**src/hw/ls_pkg.sv**
```systemverilog
package ls_pkg;

    localparam int XLEN = 64;
    localparam int ILEN = 32;

    localparam logic [6:0] OPC_LOAD   = 7'b0000011;
    localparam logic [6:0] OPC_STORE  = 7'b0100011;
    localparam logic [6:0] OPC_SYSTEM = 7'b1110011;

    // funct3 of loads and stores
    localparam logic [2:0] MEMOP_B  = 3'b000;
    localparam logic [2:0] MEMOP_H  = 3'b001;
    localparam logic [2:0] MEMOP_W  = 3'b010;
    localparam logic [2:0] MEMOP_D  = 3'b011;
    localparam logic [2:0] MEMOP_BU = 3'b100;
    localparam logic [2:0] MEMOP_HU = 3'b101;
    localparam logic [2:0] MEMOP_WU = 3'b110;

    localparam logic [11:0] CSR_MSTATUS = 12'h300;
    localparam logic [11:0] CSR_MIE     = 12'h304;
    localparam logic [11:0] CSR_MTVEC   = 12'h305;
    localparam logic [11:0] CSR_MEPC    = 12'h341;
    localparam logic [11:0] CSR_MCAUSE  = 12'h342;
    localparam logic [11:0] CSR_MIP     = 12'h344;

    localparam logic [1:0] CSR_OP_NONE = 2'b00; // same as funct3[1:0] of csrrw/s/c
    localparam logic [1:0] CSR_OP_RW   = 2'b01;
    localparam logic [1:0] CSR_OP_RS   = 2'b10;
    localparam logic [1:0] CSR_OP_RC   = 2'b11;

    localparam logic [XLEN-1:0] CAUSE_TIMER = {1'b1, 63'd7};

    localparam logic [3:0] CLINT_MTIME    = 4'h0;
    localparam logic [3:0] CLINT_MTIMECMP = 4'h8;

    typedef union packed {
        struct packed {
            logic [11:0] imm;      // also the csr address
            logic [4:0]  rs1;
            logic [2:0]  funct3;
            logic [4:0]  rd;
            logic [6:0]  opcode;
        } i;
        struct packed {
            logic [6:0]  imm_hi;
            logic [4:0]  rs2;
            logic [4:0]  rs1;
            logic [2:0]  funct3;
            logic [4:0]  imm_lo;
            logic [6:0]  opcode;
        } s;
    } instr_u;

endpackage
```
**src/hw/ls_stage.sv**
```systemverilog
`timescale 1ns/1ps
module ls_stage #(
    parameter int TICK_DIV = 4
) (
    input  logic                    clk,
    input  logic                    reset_i,
    input  logic [ls_pkg::XLEN-1:0] pc_i,
    input  ls_pkg::instr_u          instr_i,
    input  ls_pkg::instr_u          instr_last_i,
    input  logic [ls_pkg::XLEN-1:0] alu_res_i,
    input  logic [ls_pkg::XLEN-1:0] rs2_i,
    input  logic [ls_pkg::XLEN-1:0] wb_data_i,
    input  logic                    ld_csr_hazard_i,
    input  logic                    trap_i,
    input  logic                    stall_n_i,
    input  logic                    if_stall_n_i,
    input  logic [3:0]              clint_addr_i,
    input  logic                    clint_wr_i,
    input  logic                    clint_rd_i,
    input  logic [ls_pkg::XLEN-1:0] clint_wdata_i,
    input  logic                    sram_rd_valid_i,
    input  logic                    sram_wr_ok_i,
    input  logic [ls_pkg::XLEN-1:0] sram_rd_data_i,
    output logic [ls_pkg::XLEN-1:0] ls_res_o,
    output logic                    ls_not_ok_o,
    output logic [ls_pkg::XLEN-1:0] csr_data_o,
    output logic [ls_pkg::XLEN-1:0] mtvec_o,
    output logic [ls_pkg::XLEN-1:0] mepc_o,
    output logic                    in_intr_o,
    output logic [ls_pkg::XLEN-1:0] clint_rdata_o,
    output logic [ls_pkg::XLEN-1:0] sram_addr_o,
    output logic                    sram_rd_en_o,
    output logic                    sram_wr_en_o,
    output logic [ls_pkg::XLEN-1:0] sram_wr_data_o,
    output logic [7:0]              sram_wr_mask_o,
    output logic [2:0]              sram_size_o
);
    import ls_pkg::*;

    logic            mem_rd;
    logic            mem_wr;
    logic [2:0]      mem_op;
    logic [XLEN-1:0] store_data;
    logic [1:0]      csr_op;
    logic [11:0]     csr_addr;
    logic [XLEN-1:0] csr_src;
    logic            is_mret;
    logic            csr_stall_n;
    logic            timer_irq;

    ls_ctrl ls_ctrl_i (
        .instr_i         (instr_i),
        .instr_last_i    (instr_last_i),
        .rs2_i           (rs2_i),
        .wb_data_i       (wb_data_i),
        .alu_res_i       (alu_res_i),
        .ld_csr_hazard_i (ld_csr_hazard_i),
        .in_intr_i       (in_intr_o),
        .stall_n_i       (stall_n_i),
        .if_stall_n_i    (if_stall_n_i),
        .mem_rd_o        (mem_rd),
        .mem_wr_o        (mem_wr),
        .mem_op_o        (mem_op),
        .store_data_o    (store_data),
        .csr_op_o        (csr_op),
        .csr_addr_o      (csr_addr),
        .csr_src_o       (csr_src),
        .is_mret_o       (is_mret),
        .csr_stall_n_o   (csr_stall_n)
    );

    ls_mem_unit ls_mem_unit_i (
        .clk             (clk),
        .reset_i         (reset_i),
        .mem_rd_i        (mem_rd),
        .mem_wr_i        (mem_wr),
        .mem_op_i        (mem_op),
        .addr_i          (alu_res_i),
        .store_data_i    (store_data),
        .sram_rd_valid_i (sram_rd_valid_i),
        .sram_wr_ok_i    (sram_wr_ok_i),
        .sram_rd_data_i  (sram_rd_data_i),
        .ls_res_o        (ls_res_o),
        .ls_not_ok_o     (ls_not_ok_o),
        .sram_addr_o     (sram_addr_o),
        .sram_rd_en_o    (sram_rd_en_o),
        .sram_wr_en_o    (sram_wr_en_o),
        .sram_wr_data_o  (sram_wr_data_o),
        .sram_wr_mask_o  (sram_wr_mask_o),
        .sram_size_o     (sram_size_o)
    );

    ls_csr_file ls_csr_file_i (
        .clk         (clk),
        .reset_i     (reset_i),
        .pc_i        (pc_i),
        .csr_op_i    (csr_op),
        .csr_addr_i  (csr_addr),
        .csr_src_i   (csr_src),
        .is_mret_i   (is_mret),
        .trap_i      (trap_i),
        .stall_n_i   (csr_stall_n),
        .timer_irq_i (timer_irq),
        .csr_data_o  (csr_data_o),
        .mtvec_o     (mtvec_o),
        .mepc_o      (mepc_o),
        .in_intr_o   (in_intr_o)
    );

    ls_clint #(
        .TICK_DIV (TICK_DIV)
    ) ls_clint_i (
        .clk         (clk),
        .reset_i     (reset_i),
        .addr_i      (clint_addr_i),
        .wr_i        (clint_wr_i),
        .rd_i        (clint_rd_i),
        .wdata_i     (clint_wdata_i),
        .rdata_o     (clint_rdata_o),
        .timer_irq_o (timer_irq)
    );

endmodule

```
**src/hw/ls_clint.sv**
```systemverilog
`timescale 1ns/1ps
module ls_clint #(
    parameter int TICK_DIV = 4
) (
    input  logic                    clk,
    input  logic                    reset_i,
    input  logic [3:0]              addr_i,
    input  logic                    wr_i,
    input  logic                    rd_i,
    input  logic [ls_pkg::XLEN-1:0] wdata_i,
    output logic [ls_pkg::XLEN-1:0] rdata_o,
    output logic                    timer_irq_o
);
    import ls_pkg::*;

    localparam int CNT_W = $clog2(TICK_DIV + 1);

    logic [CNT_W-1:0] div_cnt;
    logic             tick;
    logic [XLEN-1:0]  mtime;
    logic [XLEN-1:0]  mtimecmp;

    assign tick = div_cnt == CNT_W'(TICK_DIV - 1);

    always_ff @(posedge clk) begin
        if (reset_i) begin
            div_cnt  <= '0;
            mtime    <= '0;
            mtimecmp <= '1;                                   // no interrupt after reset
        end else begin
            div_cnt <= tick ? '0 : div_cnt + 1'b1;
            if (wr_i && (addr_i == CLINT_MTIME)) begin
                mtime <= wdata_i;                             // a write beats the tick
            end else if (tick) begin
                mtime <= mtime + 1'b1;
            end
            if (wr_i && (addr_i == CLINT_MTIMECMP)) begin
                mtimecmp <= wdata_i;
            end
        end
    end

    always_comb begin
        rdata_o = '0;
        if (rd_i) begin
            case (addr_i)
                CLINT_MTIME:    rdata_o = mtime;
                CLINT_MTIMECMP: rdata_o = mtimecmp;
                default:        rdata_o = '0;
            endcase
        end
    end

    assign timer_irq_o = mtime >= mtimecmp;

endmodule

```
**src/hw/ls_csr_file.sv**
```systemverilog
`timescale 1ns/1ps
module ls_csr_file (
    input  logic                    clk,
    input  logic                    reset_i,
    input  logic [ls_pkg::XLEN-1:0] pc_i,
    input  logic [1:0]              csr_op_i,
    input  logic [11:0]             csr_addr_i,
    input  logic [ls_pkg::XLEN-1:0] csr_src_i,
    input  logic                    is_mret_i,
    input  logic                    trap_i,
    input  logic                    stall_n_i,
    input  logic                    timer_irq_i,
    output logic [ls_pkg::XLEN-1:0] csr_data_o,
    output logic [ls_pkg::XLEN-1:0] mtvec_o,
    output logic [ls_pkg::XLEN-1:0] mepc_o,
    output logic                    in_intr_o
);
    import ls_pkg::*;

    localparam logic [XLEN-1:0] CAUSE_ECALL = 64'd11;

    logic            mstatus_mie;
    logic            mstatus_mpie;
    logic            mie_mtie;
    logic            in_intr_q;
    logic [XLEN-1:0] mstatus;
    logic [XLEN-1:0] mie;
    logic [XLEN-1:0] mip;
    logic [XLEN-1:0] mtvec;
    logic [XLEN-1:0] mepc;
    logic [XLEN-1:0] mcause;
    logic [XLEN-1:0] csr_new;
    logic            take_intr;
    logic            take_trap;
    logic            csr_wr;

    // mpp reads as machine mode
    assign mstatus = {51'b0, 2'b11, 3'b0, mstatus_mpie, 3'b0, mstatus_mie, 3'b0};
    assign mie     = {56'b0, mie_mtie, 7'b0};
    assign mip     = {56'b0, timer_irq_i, 7'b0};                // mtip is read only

    always_comb begin
        case (csr_addr_i)
            CSR_MSTATUS: csr_data_o = mstatus;
            CSR_MIE:     csr_data_o = mie;
            CSR_MIP:     csr_data_o = mip;
            CSR_MTVEC:   csr_data_o = mtvec;
            CSR_MEPC:    csr_data_o = mepc;
            CSR_MCAUSE:  csr_data_o = mcause;
            default:     csr_data_o = '0;
        endcase
    end

    always_comb begin
        case (csr_op_i)
            CSR_OP_RW: csr_new = csr_src_i;
            CSR_OP_RS: csr_new = csr_data_o | csr_src_i;
            CSR_OP_RC: csr_new = csr_data_o & ~csr_src_i;
            default:   csr_new = csr_data_o;
        endcase
    end

    assign take_intr = stall_n_i && mstatus_mie && mie_mtie && timer_irq_i;
    assign take_trap = stall_n_i && trap_i;
    // an instruction that is interrupted or traps does not write its csr
    assign csr_wr    = stall_n_i && (csr_op_i != CSR_OP_NONE) && !take_intr && !take_trap;

    always_ff @(posedge clk) begin
        if (reset_i) begin
            mstatus_mie  <= 1'b0;
            mstatus_mpie <= 1'b0;
            mie_mtie     <= 1'b0;
            in_intr_q    <= 1'b0;
        end else begin
            in_intr_q <= take_intr;
            if (take_intr || take_trap) begin
                mstatus_mpie <= mstatus_mie;
                mstatus_mie  <= 1'b0;
            end else if (is_mret_i && stall_n_i) begin
                mstatus_mie  <= mstatus_mpie;
                mstatus_mpie <= 1'b1;
            end else if (csr_wr && (csr_addr_i == CSR_MSTATUS)) begin
                mstatus_mie  <= csr_new[3];
                mstatus_mpie <= csr_new[7];
            end
            if (csr_wr && (csr_addr_i == CSR_MIE)) begin
                mie_mtie <= csr_new[7];
            end
        end
    end

    always_ff @(posedge clk) begin
        if (take_intr || take_trap) begin
            mepc   <= pc_i;
            mcause <= take_intr ? CAUSE_TIMER : CAUSE_ECALL;  // interrupt wins
        end else if (csr_wr) begin
            case (csr_addr_i)
                CSR_MTVEC:  mtvec  <= csr_new;
                CSR_MEPC:   mepc   <= csr_new;
                CSR_MCAUSE: mcause <= csr_new;
                default:    ;
            endcase
        end
    end

    assign mtvec_o   = mtvec;
    assign mepc_o    = mepc;
    assign in_intr_o = in_intr_q;

    // mie is dropped on entry, so the interrupt cannot be taken twice in a row
    a_intr_pulse: assert property (@(posedge clk) disable iff (reset_i)
        in_intr_o |=> !in_intr_o);

endmodule

```
**src/hw/ls_mem_unit.sv**
```systemverilog
`timescale 1ns/1ps
module ls_mem_unit (
    input  logic                    clk,
    input  logic                    reset_i,
    input  logic                    mem_rd_i,
    input  logic                    mem_wr_i,
    input  logic [2:0]              mem_op_i,
    input  logic [ls_pkg::XLEN-1:0] addr_i,
    input  logic [ls_pkg::XLEN-1:0] store_data_i,
    input  logic                    sram_rd_valid_i,
    input  logic                    sram_wr_ok_i,
    input  logic [ls_pkg::XLEN-1:0] sram_rd_data_i,
    output logic [ls_pkg::XLEN-1:0] ls_res_o,
    output logic                    ls_not_ok_o,
    output logic [ls_pkg::XLEN-1:0] sram_addr_o,
    output logic                    sram_rd_en_o,
    output logic                    sram_wr_en_o,
    output logic [ls_pkg::XLEN-1:0] sram_wr_data_o,
    output logic [7:0]              sram_wr_mask_o,
    output logic [2:0]              sram_size_o
);
    import ls_pkg::*;

    localparam int KEY_W = 2 * XLEN + 4;

    logic [2:0]       byte_off;
    logic [KEY_W-1:0] req_key;
    logic [KEY_W-1:0] done_key;
    logic             done_q;
    logic             any_req;
    logic             req;
    logic             answer;
    logic [XLEN-1:0]  rd_shift;
    logic [XLEN-1:0]  ld_ext;
    logic [XLEN-1:0]  ls_res_q;

    assign byte_off = addr_i[2:0];
    assign any_req  = mem_rd_i || mem_wr_i;
    assign answer   = sram_rd_valid_i || sram_wr_ok_i;

    // a held instruction that already got its answer is not issued again
    assign req_key = {mem_wr_i, mem_op_i, addr_i, store_data_i};
    assign req     = any_req && !(done_q && (req_key == done_key));

    assign sram_addr_o    = {addr_i[XLEN-1:3], 3'b000};
    assign sram_rd_en_o   = mem_rd_i && req;
    assign sram_wr_en_o   = mem_wr_i && req;
    assign sram_size_o    = {1'b0, mem_op_i[1:0]};           // log2 of bytes
    assign sram_wr_data_o = store_data_i << {byte_off, 3'b000};
    assign ls_not_ok_o    = req && !answer;

    always_comb begin
        case (mem_op_i[1:0])
            MEMOP_B[1:0]: sram_wr_mask_o = 8'h01 << byte_off;
            MEMOP_H[1:0]: sram_wr_mask_o = 8'h03 << byte_off;
            MEMOP_W[1:0]: sram_wr_mask_o = 8'h0f << byte_off;
            default:      sram_wr_mask_o = 8'hff;
        endcase
    end

    assign rd_shift = sram_rd_data_i >> {byte_off, 3'b000};

    always_comb begin
        case (mem_op_i)
            MEMOP_B:  ld_ext = {{(XLEN-8){rd_shift[7]}}, rd_shift[7:0]};
            MEMOP_H:  ld_ext = {{(XLEN-16){rd_shift[15]}}, rd_shift[15:0]};
            MEMOP_W:  ld_ext = {{(XLEN-32){rd_shift[31]}}, rd_shift[31:0]};
            MEMOP_BU: ld_ext = {{(XLEN-8){1'b0}}, rd_shift[7:0]};
            MEMOP_HU: ld_ext = {{(XLEN-16){1'b0}}, rd_shift[15:0]};
            MEMOP_WU: ld_ext = {{(XLEN-32){1'b0}}, rd_shift[31:0]};
            default:  ld_ext = rd_shift;
        endcase
    end

    always_ff @(posedge clk) begin
        if (reset_i) begin
            done_q <= 1'b0;
        end else if (answer) begin
            done_q <= 1'b1;
        end else if (!any_req || (req_key != done_key)) begin
            done_q <= 1'b0;                                   // next instruction
        end
    end

    always_ff @(posedge clk) begin
        if (answer) begin
            done_key <= req_key;
        end
        if (sram_rd_valid_i) begin
            ls_res_q <= ld_ext;
        end
    end

    assign ls_res_o = sram_rd_valid_i ? ld_ext : ls_res_q;

    // the sram only answers a request that is still being issued
    a_no_stray_answer: assert property (@(posedge clk) disable iff (reset_i)
        (sram_rd_valid_i |-> sram_rd_en_o) and (sram_wr_ok_i |-> sram_wr_en_o));

endmodule

```
**src/hw/ls_ctrl.sv**
```systemverilog
`timescale 1ns/1ps
module ls_ctrl (
    input  ls_pkg::instr_u          instr_i,
    input  ls_pkg::instr_u          instr_last_i,
    input  logic [ls_pkg::XLEN-1:0] rs2_i,
    input  logic [ls_pkg::XLEN-1:0] wb_data_i,
    input  logic [ls_pkg::XLEN-1:0] alu_res_i,
    input  logic                    ld_csr_hazard_i,
    input  logic                    in_intr_i,
    input  logic                    stall_n_i,
    input  logic                    if_stall_n_i,
    output logic                    mem_rd_o,
    output logic                    mem_wr_o,
    output logic [2:0]              mem_op_o,
    output logic [ls_pkg::XLEN-1:0] store_data_o,
    output logic [1:0]              csr_op_o,
    output logic [11:0]             csr_addr_o,
    output logic [ls_pkg::XLEN-1:0] csr_src_o,
    output logic                    is_mret_o,
    output logic                    csr_stall_n_o
);
    import ls_pkg::*;

    localparam logic [6:0]  OPC_BRANCH = 7'b1100011;
    localparam logic [11:0] MRET_IMM   = 12'h302;

    logic is_load;
    logic is_store;
    logic is_system;
    logic last_wr_rd;
    logic fwd_store;

    assign is_load   = instr_i.i.opcode == OPC_LOAD;
    assign is_store  = instr_i.s.opcode == OPC_STORE;
    assign is_system = instr_i.i.opcode == OPC_SYSTEM;

    assign mem_rd_o = is_load;
    assign mem_wr_o = is_store;
    assign mem_op_o = instr_i.i.funct3;                  // funct3 sits in the same bits for stores

    // stores and branches have no rd field and x0 is never forwarded
    assign last_wr_rd = (instr_last_i.i.opcode != OPC_STORE)
                     && (instr_last_i.i.opcode != OPC_BRANCH)
                     && (instr_last_i.i.rd != 5'd0);
    assign fwd_store  = is_store && last_wr_rd && (instr_last_i.i.rd == instr_i.s.rs2);

    assign store_data_o = fwd_store ? wb_data_i : rs2_i;

    assign csr_op_o   = is_system ? instr_i.i.funct3[1:0] : CSR_OP_NONE;
    assign csr_addr_o = instr_i.i.imm;
    assign is_mret_o  = is_system && (instr_i.i.funct3 == 3'b000) && (instr_i.i.imm == MRET_IMM);

    // load-to-csr hazard takes the wb result instead of the register value
    assign csr_src_o = ld_csr_hazard_i ? wb_data_i : alu_res_i;

    // an interrupt may meet a load-use stall and then the fetch side decides
    assign csr_stall_n_o = in_intr_i ? if_stall_n_i : stall_n_i;

endmodule

```
**config.mk**
```make
export PLATFORM = sky130hd
export DESIGN_NAME = ls_stage
export DESIGN_NICKNAME = d
export VERILOG_FILES = /design/src/hw/ls_pkg.sv /design/src/hw/ls_stage.sv /design/src/hw/ls_clint.sv /design/src/hw/ls_csr_file.sv /design/src/hw/ls_mem_unit.sv /design/src/hw/ls_ctrl.sv
export SDC_FILE = /design/constraint.sdc
export NUM_CORES = 2
export LEC_CHECK = 0
export BUFFER_PORTS_ARGS = -buffer_cell sky130_fd_sc_hd__buf_2
export CAP_MARGIN = 5
export CORE_AREA = 2 2 360 362
export CTS_CLUSTER_SIZE = 30
export DETAILED_ROUTE_END_ITERATION = 10
export DIE_AREA = 0 0 362 364
export HOLD_SLACK_MARGIN = 0.12
export PLACE_DENSITY = 0.53
export REMOVE_ABC_BUFFERS = 1
export SYNTH_ARGS = -nofsm -noshare
export SYNTH_HDL_FRONTEND = slang
export SYNTH_SLANG_ARGS = --single-unit
export TNS_END_PERCENT = 100
```
**constraint.sdc**
```tcl
create_clock -name clk -period 5.9 [get_ports clk]
set_input_delay 0.885 -clock clk [delete_from_list [all_inputs] [get_ports clk]]
set_output_delay 0.885 -clock clk [all_outputs]
set_load 0.02 [all_outputs]
```
# Word level (Yosys, flattened, before mapping)
# Index checks and enable logic that the tools add are counted.
# totals
reg_bits,524
latch_bits,0
mem_bits_rw,0
rom_bits,0
out_inout_bits,463
mem_count,0
# classes
add_sub_neg,2
n_mul,0
div_mod_pow,0
order_cmp,1
eq_ne,27
shift,5
muxes,27
bitwise,4
n_reduce_logical,49
# op_table
op,n
two-way mux 64 bit,13
one-hot mux 64 bit (6 select lines),2
one-hot mux 64 bit (3 select lines),1
== test 132 bit,1
!= test 132 bit,1
one-hot mux 64 bit (2 select lines),1
"== test 12 x 10 -> 1 bit, second input constant",7
"adder 64 x 1 -> 64 bit, second input constant",1
AND 64 bit,1
>= comparator 64 bit,1
inverter 64 bit,1
OR 64 bit,1
<< shifter 64 x 6 -> 64 bit,1
>> shifter 64 x 6 -> 64 bit,1
one-hot mux 8 bit (3 select lines),1
logical AND 1 bit,23
nonzero test 2 bit,7
"== test 3 bit, second input constant",3
two-way mux 1 bit,8
"<< shifter 1 x 3 -> 8 bit, first input constant",1
"<< shifter 2 x 3 -> 8 bit, first input constant",1
"<< shifter 4 x 3 -> 8 bit, first input constant",1
"== test 7 x 2 -> 1 bit, second input constant",1
"== test 7 x 6 -> 1 bit, second input constant",1
other kinds (22),35

# Longest topological paths before layout
# logic_depth
word_depth,11
ltp_mapped,15
mapped_depth_nobuf,11

# Hierarchy
# Synthesis repeated with hierarchy kept, for this count alone.
# hier_totals
cells_unflattened,3743
area_unflattened_um2,35017.3
# modules_own_cells
mod,instances,cells_per_inst,area_each_um2
ls_csr_file,1,1320,12650.9
ls_mem_unit,1,1216,12177.9
ls_clint,1,1022,8324.2
ls_ctrl,1,185,1864.3

# Worst setup path after synthesis
# Ideal clock, no wire load.
# synth_path
path_type,input to register
startpoint,input instr_i[23] (netlist bit)
endpoint,register ls_csr_file_i.mcause[0] (enable)
setup_time_ns,0.507
arrival_time_ns,5.440
path_slack_ns,-0.047
cell_stages,7
path_buffers,2
cell_sequence,nor4_1 -> nand4_1 -> nor4_1 -> clkbuf_1 -> clkbuf_1 -> nand2_1 -> a21oi_1
# synth_between
elab_chain_len,3
# synth_rtl
item,line,text
start: declaration,ls_stage.sv:8,"input ls_pkg::instr_u instr_i,"
== test 12 x 10 -> 1 bit,ls_csr_file.sv:97,case (csr_addr_i)
nonzero test 2 bit (no line),-,
AND reduction 2 bit (no line),-,
end signal: assignment,ls_csr_file.sv:95,mcause <= take_intr ? CAUSE_TIMER : CAUSE_ECALL;
end signal: assignment,ls_csr_file.sv:100,CSR_MCAUSE: mcause <= csr_new;
end: declaration,ls_csr_file.sv:31,logic [XLEN-1:0] mcause;
# No other way between the ends.
# A chain may end at the register's enable or synchronous reset.

# Final worst setup path
# layout_path
startpoint,input instr_i[2] (netlist bit)
endpoint,output sram_wr_en_o
# layout_between
elab_chain_len,9
# layout_rtl
item,line,text
== test 7 x 6 -> 1 bit,ls_ctrl.sv:34,assign is_store = instr_i.s.opcode == OPC_STORE;
logical AND 1 bit (2 in series),ls_ctrl.sv:45,assign fwd_store = is_store && last_wr_rd && (instr_last_i.i.rd == instr_i.s.rs2);
two-way mux 64 bit,ls_ctrl.sv:47,assign store_data_o = fwd_store ? wb_data_i : rs2_i;
== test 132 bit,ls_mem_unit.sv:43,assign req = any_req && !(done_q && (req_key == done_key));
logical AND 1 bit,ls_mem_unit.sv:43,
logical NOT 1 bit,ls_mem_unit.sv:43,
logical AND 1 bit,ls_mem_unit.sv:43,
logical AND 1 bit (*),ls_mem_unit.sv:47,assign sram_wr_en_o = mem_wr_i && req;
end: declaration,ls_stage.sv:33,"output logic sram_wr_en_o,"
# Every way passes the cells marked *; elsewhere a longest branch is shown, timed or not.

==> run_results.csv <==
group,metric,value,unit
clock_network,clkTransAtPathRegs,0.06,ns
floorplanning,io_pins,925,
clock_network,post_cts_resize_count,0,
synth,yosysMostFrequentCell,"nor2_1",
timing,slew_viol_final,0,
global_route,track_usage,0.243,
synth,synth_top_area_share,0.306,
floorplanning,start_util,0.247,
setup_path,path_class,"in -> out",
synth,synth_top_area_cell,"edfxtp_1",
final_layout,design_area,40200,µm²
worst_hold_path,hp-class,"reg -> reg",
detailed_routing,drt_iter0_drc,3164,
clock_network,ctsHoldBuffers,0,
global_route,grt_pass1_vias,29269,
pwr,p_per_area,253,nW/µm²
setup_path,reg2reg_depth,12,
pwr,ir_drop,0.000163,V
synth,synth_cell_types,77,
timing,finalCritPeriodShare,0.957,
floorplanning,die-height,364,µm
place,hpwl,129000,µm
floorplanning,core_area,128000,µm²
timing,finalSetupViolations,0,
setup_path,required,5.02,ns
setup_path,path_max_fanout,25,
clock_network,cts_buffer_depth,3,
floorplanning,rows,132,
setup_path,crit_arrival,4.76,ns
synth,synth_edf_count,324,
timing,relSlewSlack,0.208,
timing,period_needed,5.65,ns
timing,worst_pin_slew,1.18,ns
setup_path,worstSetupEndpointType,"primary output",
clock_network,htree_levels,3,
setup_path,rr_startpoint,"ls_clint_i.mtimecmp[59]",
clock_network,cts_buffers,69,
place,pre_cts_slack,0.301,ns
detailed_routing,drtAntennaViolNets,0,
synth,yosys-top-cells-count,"nor2_1 (425), edfxtp_1 (324), nand2_1 (288), inv_1 (257), dfxtp_1 (200)",
run,maxCapViolCount,0,
timing,layout_setup_ws,0.254,ns
detailed_routing,drtPass1Iterations,8,
setup_path,ff2ff_setup_slack,1.29,ns
floorplanning,die_area,132000,µm²
setup_path,start_kind,"input port",
detailed_routing,num_vias,31348,
timing,finalHoldViolCount,0,
detailed_routing,post_drt_via_cell_ratio,5.24,
final_layout,drive_above_1_share,0.280,
synth,syn_avg_cell_area,9.17,µm²
synth,synthTopCellsByArea,"edfxtp_1 (31%), dfxtp_1 (13%), nor2_1 (5.0%)",
setup_path,r2r-end,"ls_csr_file_i.mepc_o[35]",
synth,yosysWarningCount,0,
global_route,grt_pass1_wl,228000,µm
place,portBuffers,889,
timing,holdWs,0.432,ns
global_route,grt_overflow,0,
synth,synth_ff_type,"edfxtp_1",
pwr,p_leak,18.9,nW
synth,yosysSeqAreaShare,0.433,
synth,async_flop_share,0,
clock_network,root_buffer,"clkbuf_16",
place,placed_area,37800,µm²
detailed_routing,finalWirelength,168000,µm
detailed_routing,avgRoutedWirePerCell,28.0,µm
global_route,grt_max_degree,89,
synth,syn-cell-area,31800,µm²
clock_network,cts_tree,"built",
synth,synth-seq-cells,524,
worst_hold_path,worstHoldEndpoint,"ls_clint_i.div_cnt[0]",
place,gp_congestion,0.980,
worst_hold_path,whs_path_depth,1,
global_route,grt_antenna_before_repair,90,
timing,fin_tns_setup,0,ns
clock_network,clock_latency,0.65,ns
clock_network,post_cts_buffers,0,
synth,synth_cells,3462,
final_layout,nNetsFinal,4758,
worst_hold_path,min_from,"ls_clint_i.div_cnt[0]",
floorplanning,dieWidth,362,µm
timing,rsz0062_at_grt,"false",
clock_network,cts.sinks,524,
timing,fmax,177,MHz
final_layout,area_delta_synth_final,26.5,%
timing,clock_skew,0.0360,ns
detailed_routing,drc,0,
outcome,status,"completed",
## area by class of cell
cell class / instances / area [µm²]
clock inverter: 37 / 397
antenna: 33 / 82.6
timing repair buffer: 983 / 5280
tap: 1675 / 2100
fill: 13830 / 88200
clock buffer: 86 / 1860
multi-input combinational: 2386 / 15700
sequential: 524 / 13700
inverter: 260 / 980
## sequential cells by signal, indices dropped and copies added, names as in the netlist, 3 cells and up
signal,count
ls_mem_unit_i.ls_res_q,64
ls_clint_i.div_cnt,3
ls_clint_i.mtimecmp,64
ls_mem_unit_i.done_key,132
ls_clint_i.mtime,64
ls_csr_file_i.mcause,64
ls_csr_file_i.mtvec_o,64
ls_csr_file_i.mepc_o,64
## worst max-delay path, stage by stage
cell and delay (ns):
buf_2 0.10, and4bb_2 0.33, nand3_2 0.13, buf_4 0.23
or4_4 0.82, buf_12 0.28, buf_12 0.15, mux2i_1 0.41
o2bb2ai_1 0.14, nor4_1 0.28, nand4_1 0.21, nor3_2 0.22
buf_4 0.19, nor2_1 0.10, buf_2 0.21
## where the power goes
part           internal (mW)  leakage [nW]  switching (mW)
clock                   2.48          1.11            1.86
sequential              4.07          4.91           0.102
combinational          0.545          12.9            1.12
## stage by stage
stage,total power [mW],util,instances
finish,10.2,0.313,5984
global route,10.5,0.313,5969
CTS,10.3,0.312,5951
detailed placement,5.90,0.295,5828
global placement,5.89,0.295,5828
floorplan,4.98,-,3170
## how the worst max path moves through the flow
stage                                from                    to  slack (ns)  cells past startpoint
final                          instr_i[2]          sram_wr_en_o        0.25                     15
after detailed placement       instr_i[2]          sram_wr_en_o        0.30                     15
after global routing           instr_i[2]          sram_wr_en_o        0.20                     15
after floorplan           clint_addr_i[0]  ls_clint_i.mtime[11]       -4.40                      4
after global placement         instr_i[2]          sram_wr_en_o        0.28                     15
after CTS                      instr_i[2]          sram_wr_en_o        0.29                     15
## per-layer routing
metal | up-vias | routed length, µm | track usage
met5 | - | 250 | 0
met4 | 38 | 6640 | 0.0903
met3 | 322 | 14600 | 0.0640
met2 | 1615 | 76400 | 0.391
met1 | 15296 | 69800 | 0.310
li1 | 14077 | - | -
## placed cells by master, fill, tap and decap left out, types with 10 or more instances in the layout
cell type    n
a211o_1     65
a211oi_1    81
a21o_1      77
a21oi_1    188
a222oi_1    64
a22o_1      13
a22oi_1    135
a31oi_1     12
and2_1      19
and3_1      10
buf_2      884
buf_4       89
clkbuf_1    10
clkbuf_16   69
clkinv_2    16
dfxtp_1    200
diode_2     33
edfxtp_1   324
ha_1        72
inv_1      255
mux2_2      70
mux2i_1    155
nand2_1    286
nand2b_1    13
nand3_1     44
nand4_1     43
nor2_1     424
nor2b_1     84
nor3_1      14
nor4_1      22
o211ai_1    14
o21a_1      15
o21ai_0    136
o22a_1      12
o22ai_1     50
xnor2_1     67
xor2_1      79
## cell families (layout without fill, tap and decap cells)
| family | after synthesis | after routing | share of synthesized area |
|---|---|---|---|
| other | 1 | 37 | 0.000118 |
| muxes | 234 | 234 | 0.0798 |
| AOI/OAI and AO/OA | 925 | 925 | 0.202 |
| adders and majority gates | 72 | 72 | 0.0284 |
| xor gates and xnor gates | 146 | 146 | 0.0403 |
| DFF | 524 | 524 | 0.433 |
| buffers and inverters | 555 | 1366 | 0.0752 |
| and+or+nand+nor | 1005 | 1005 | 0.142 |
(Power assumes the default switching activity.)
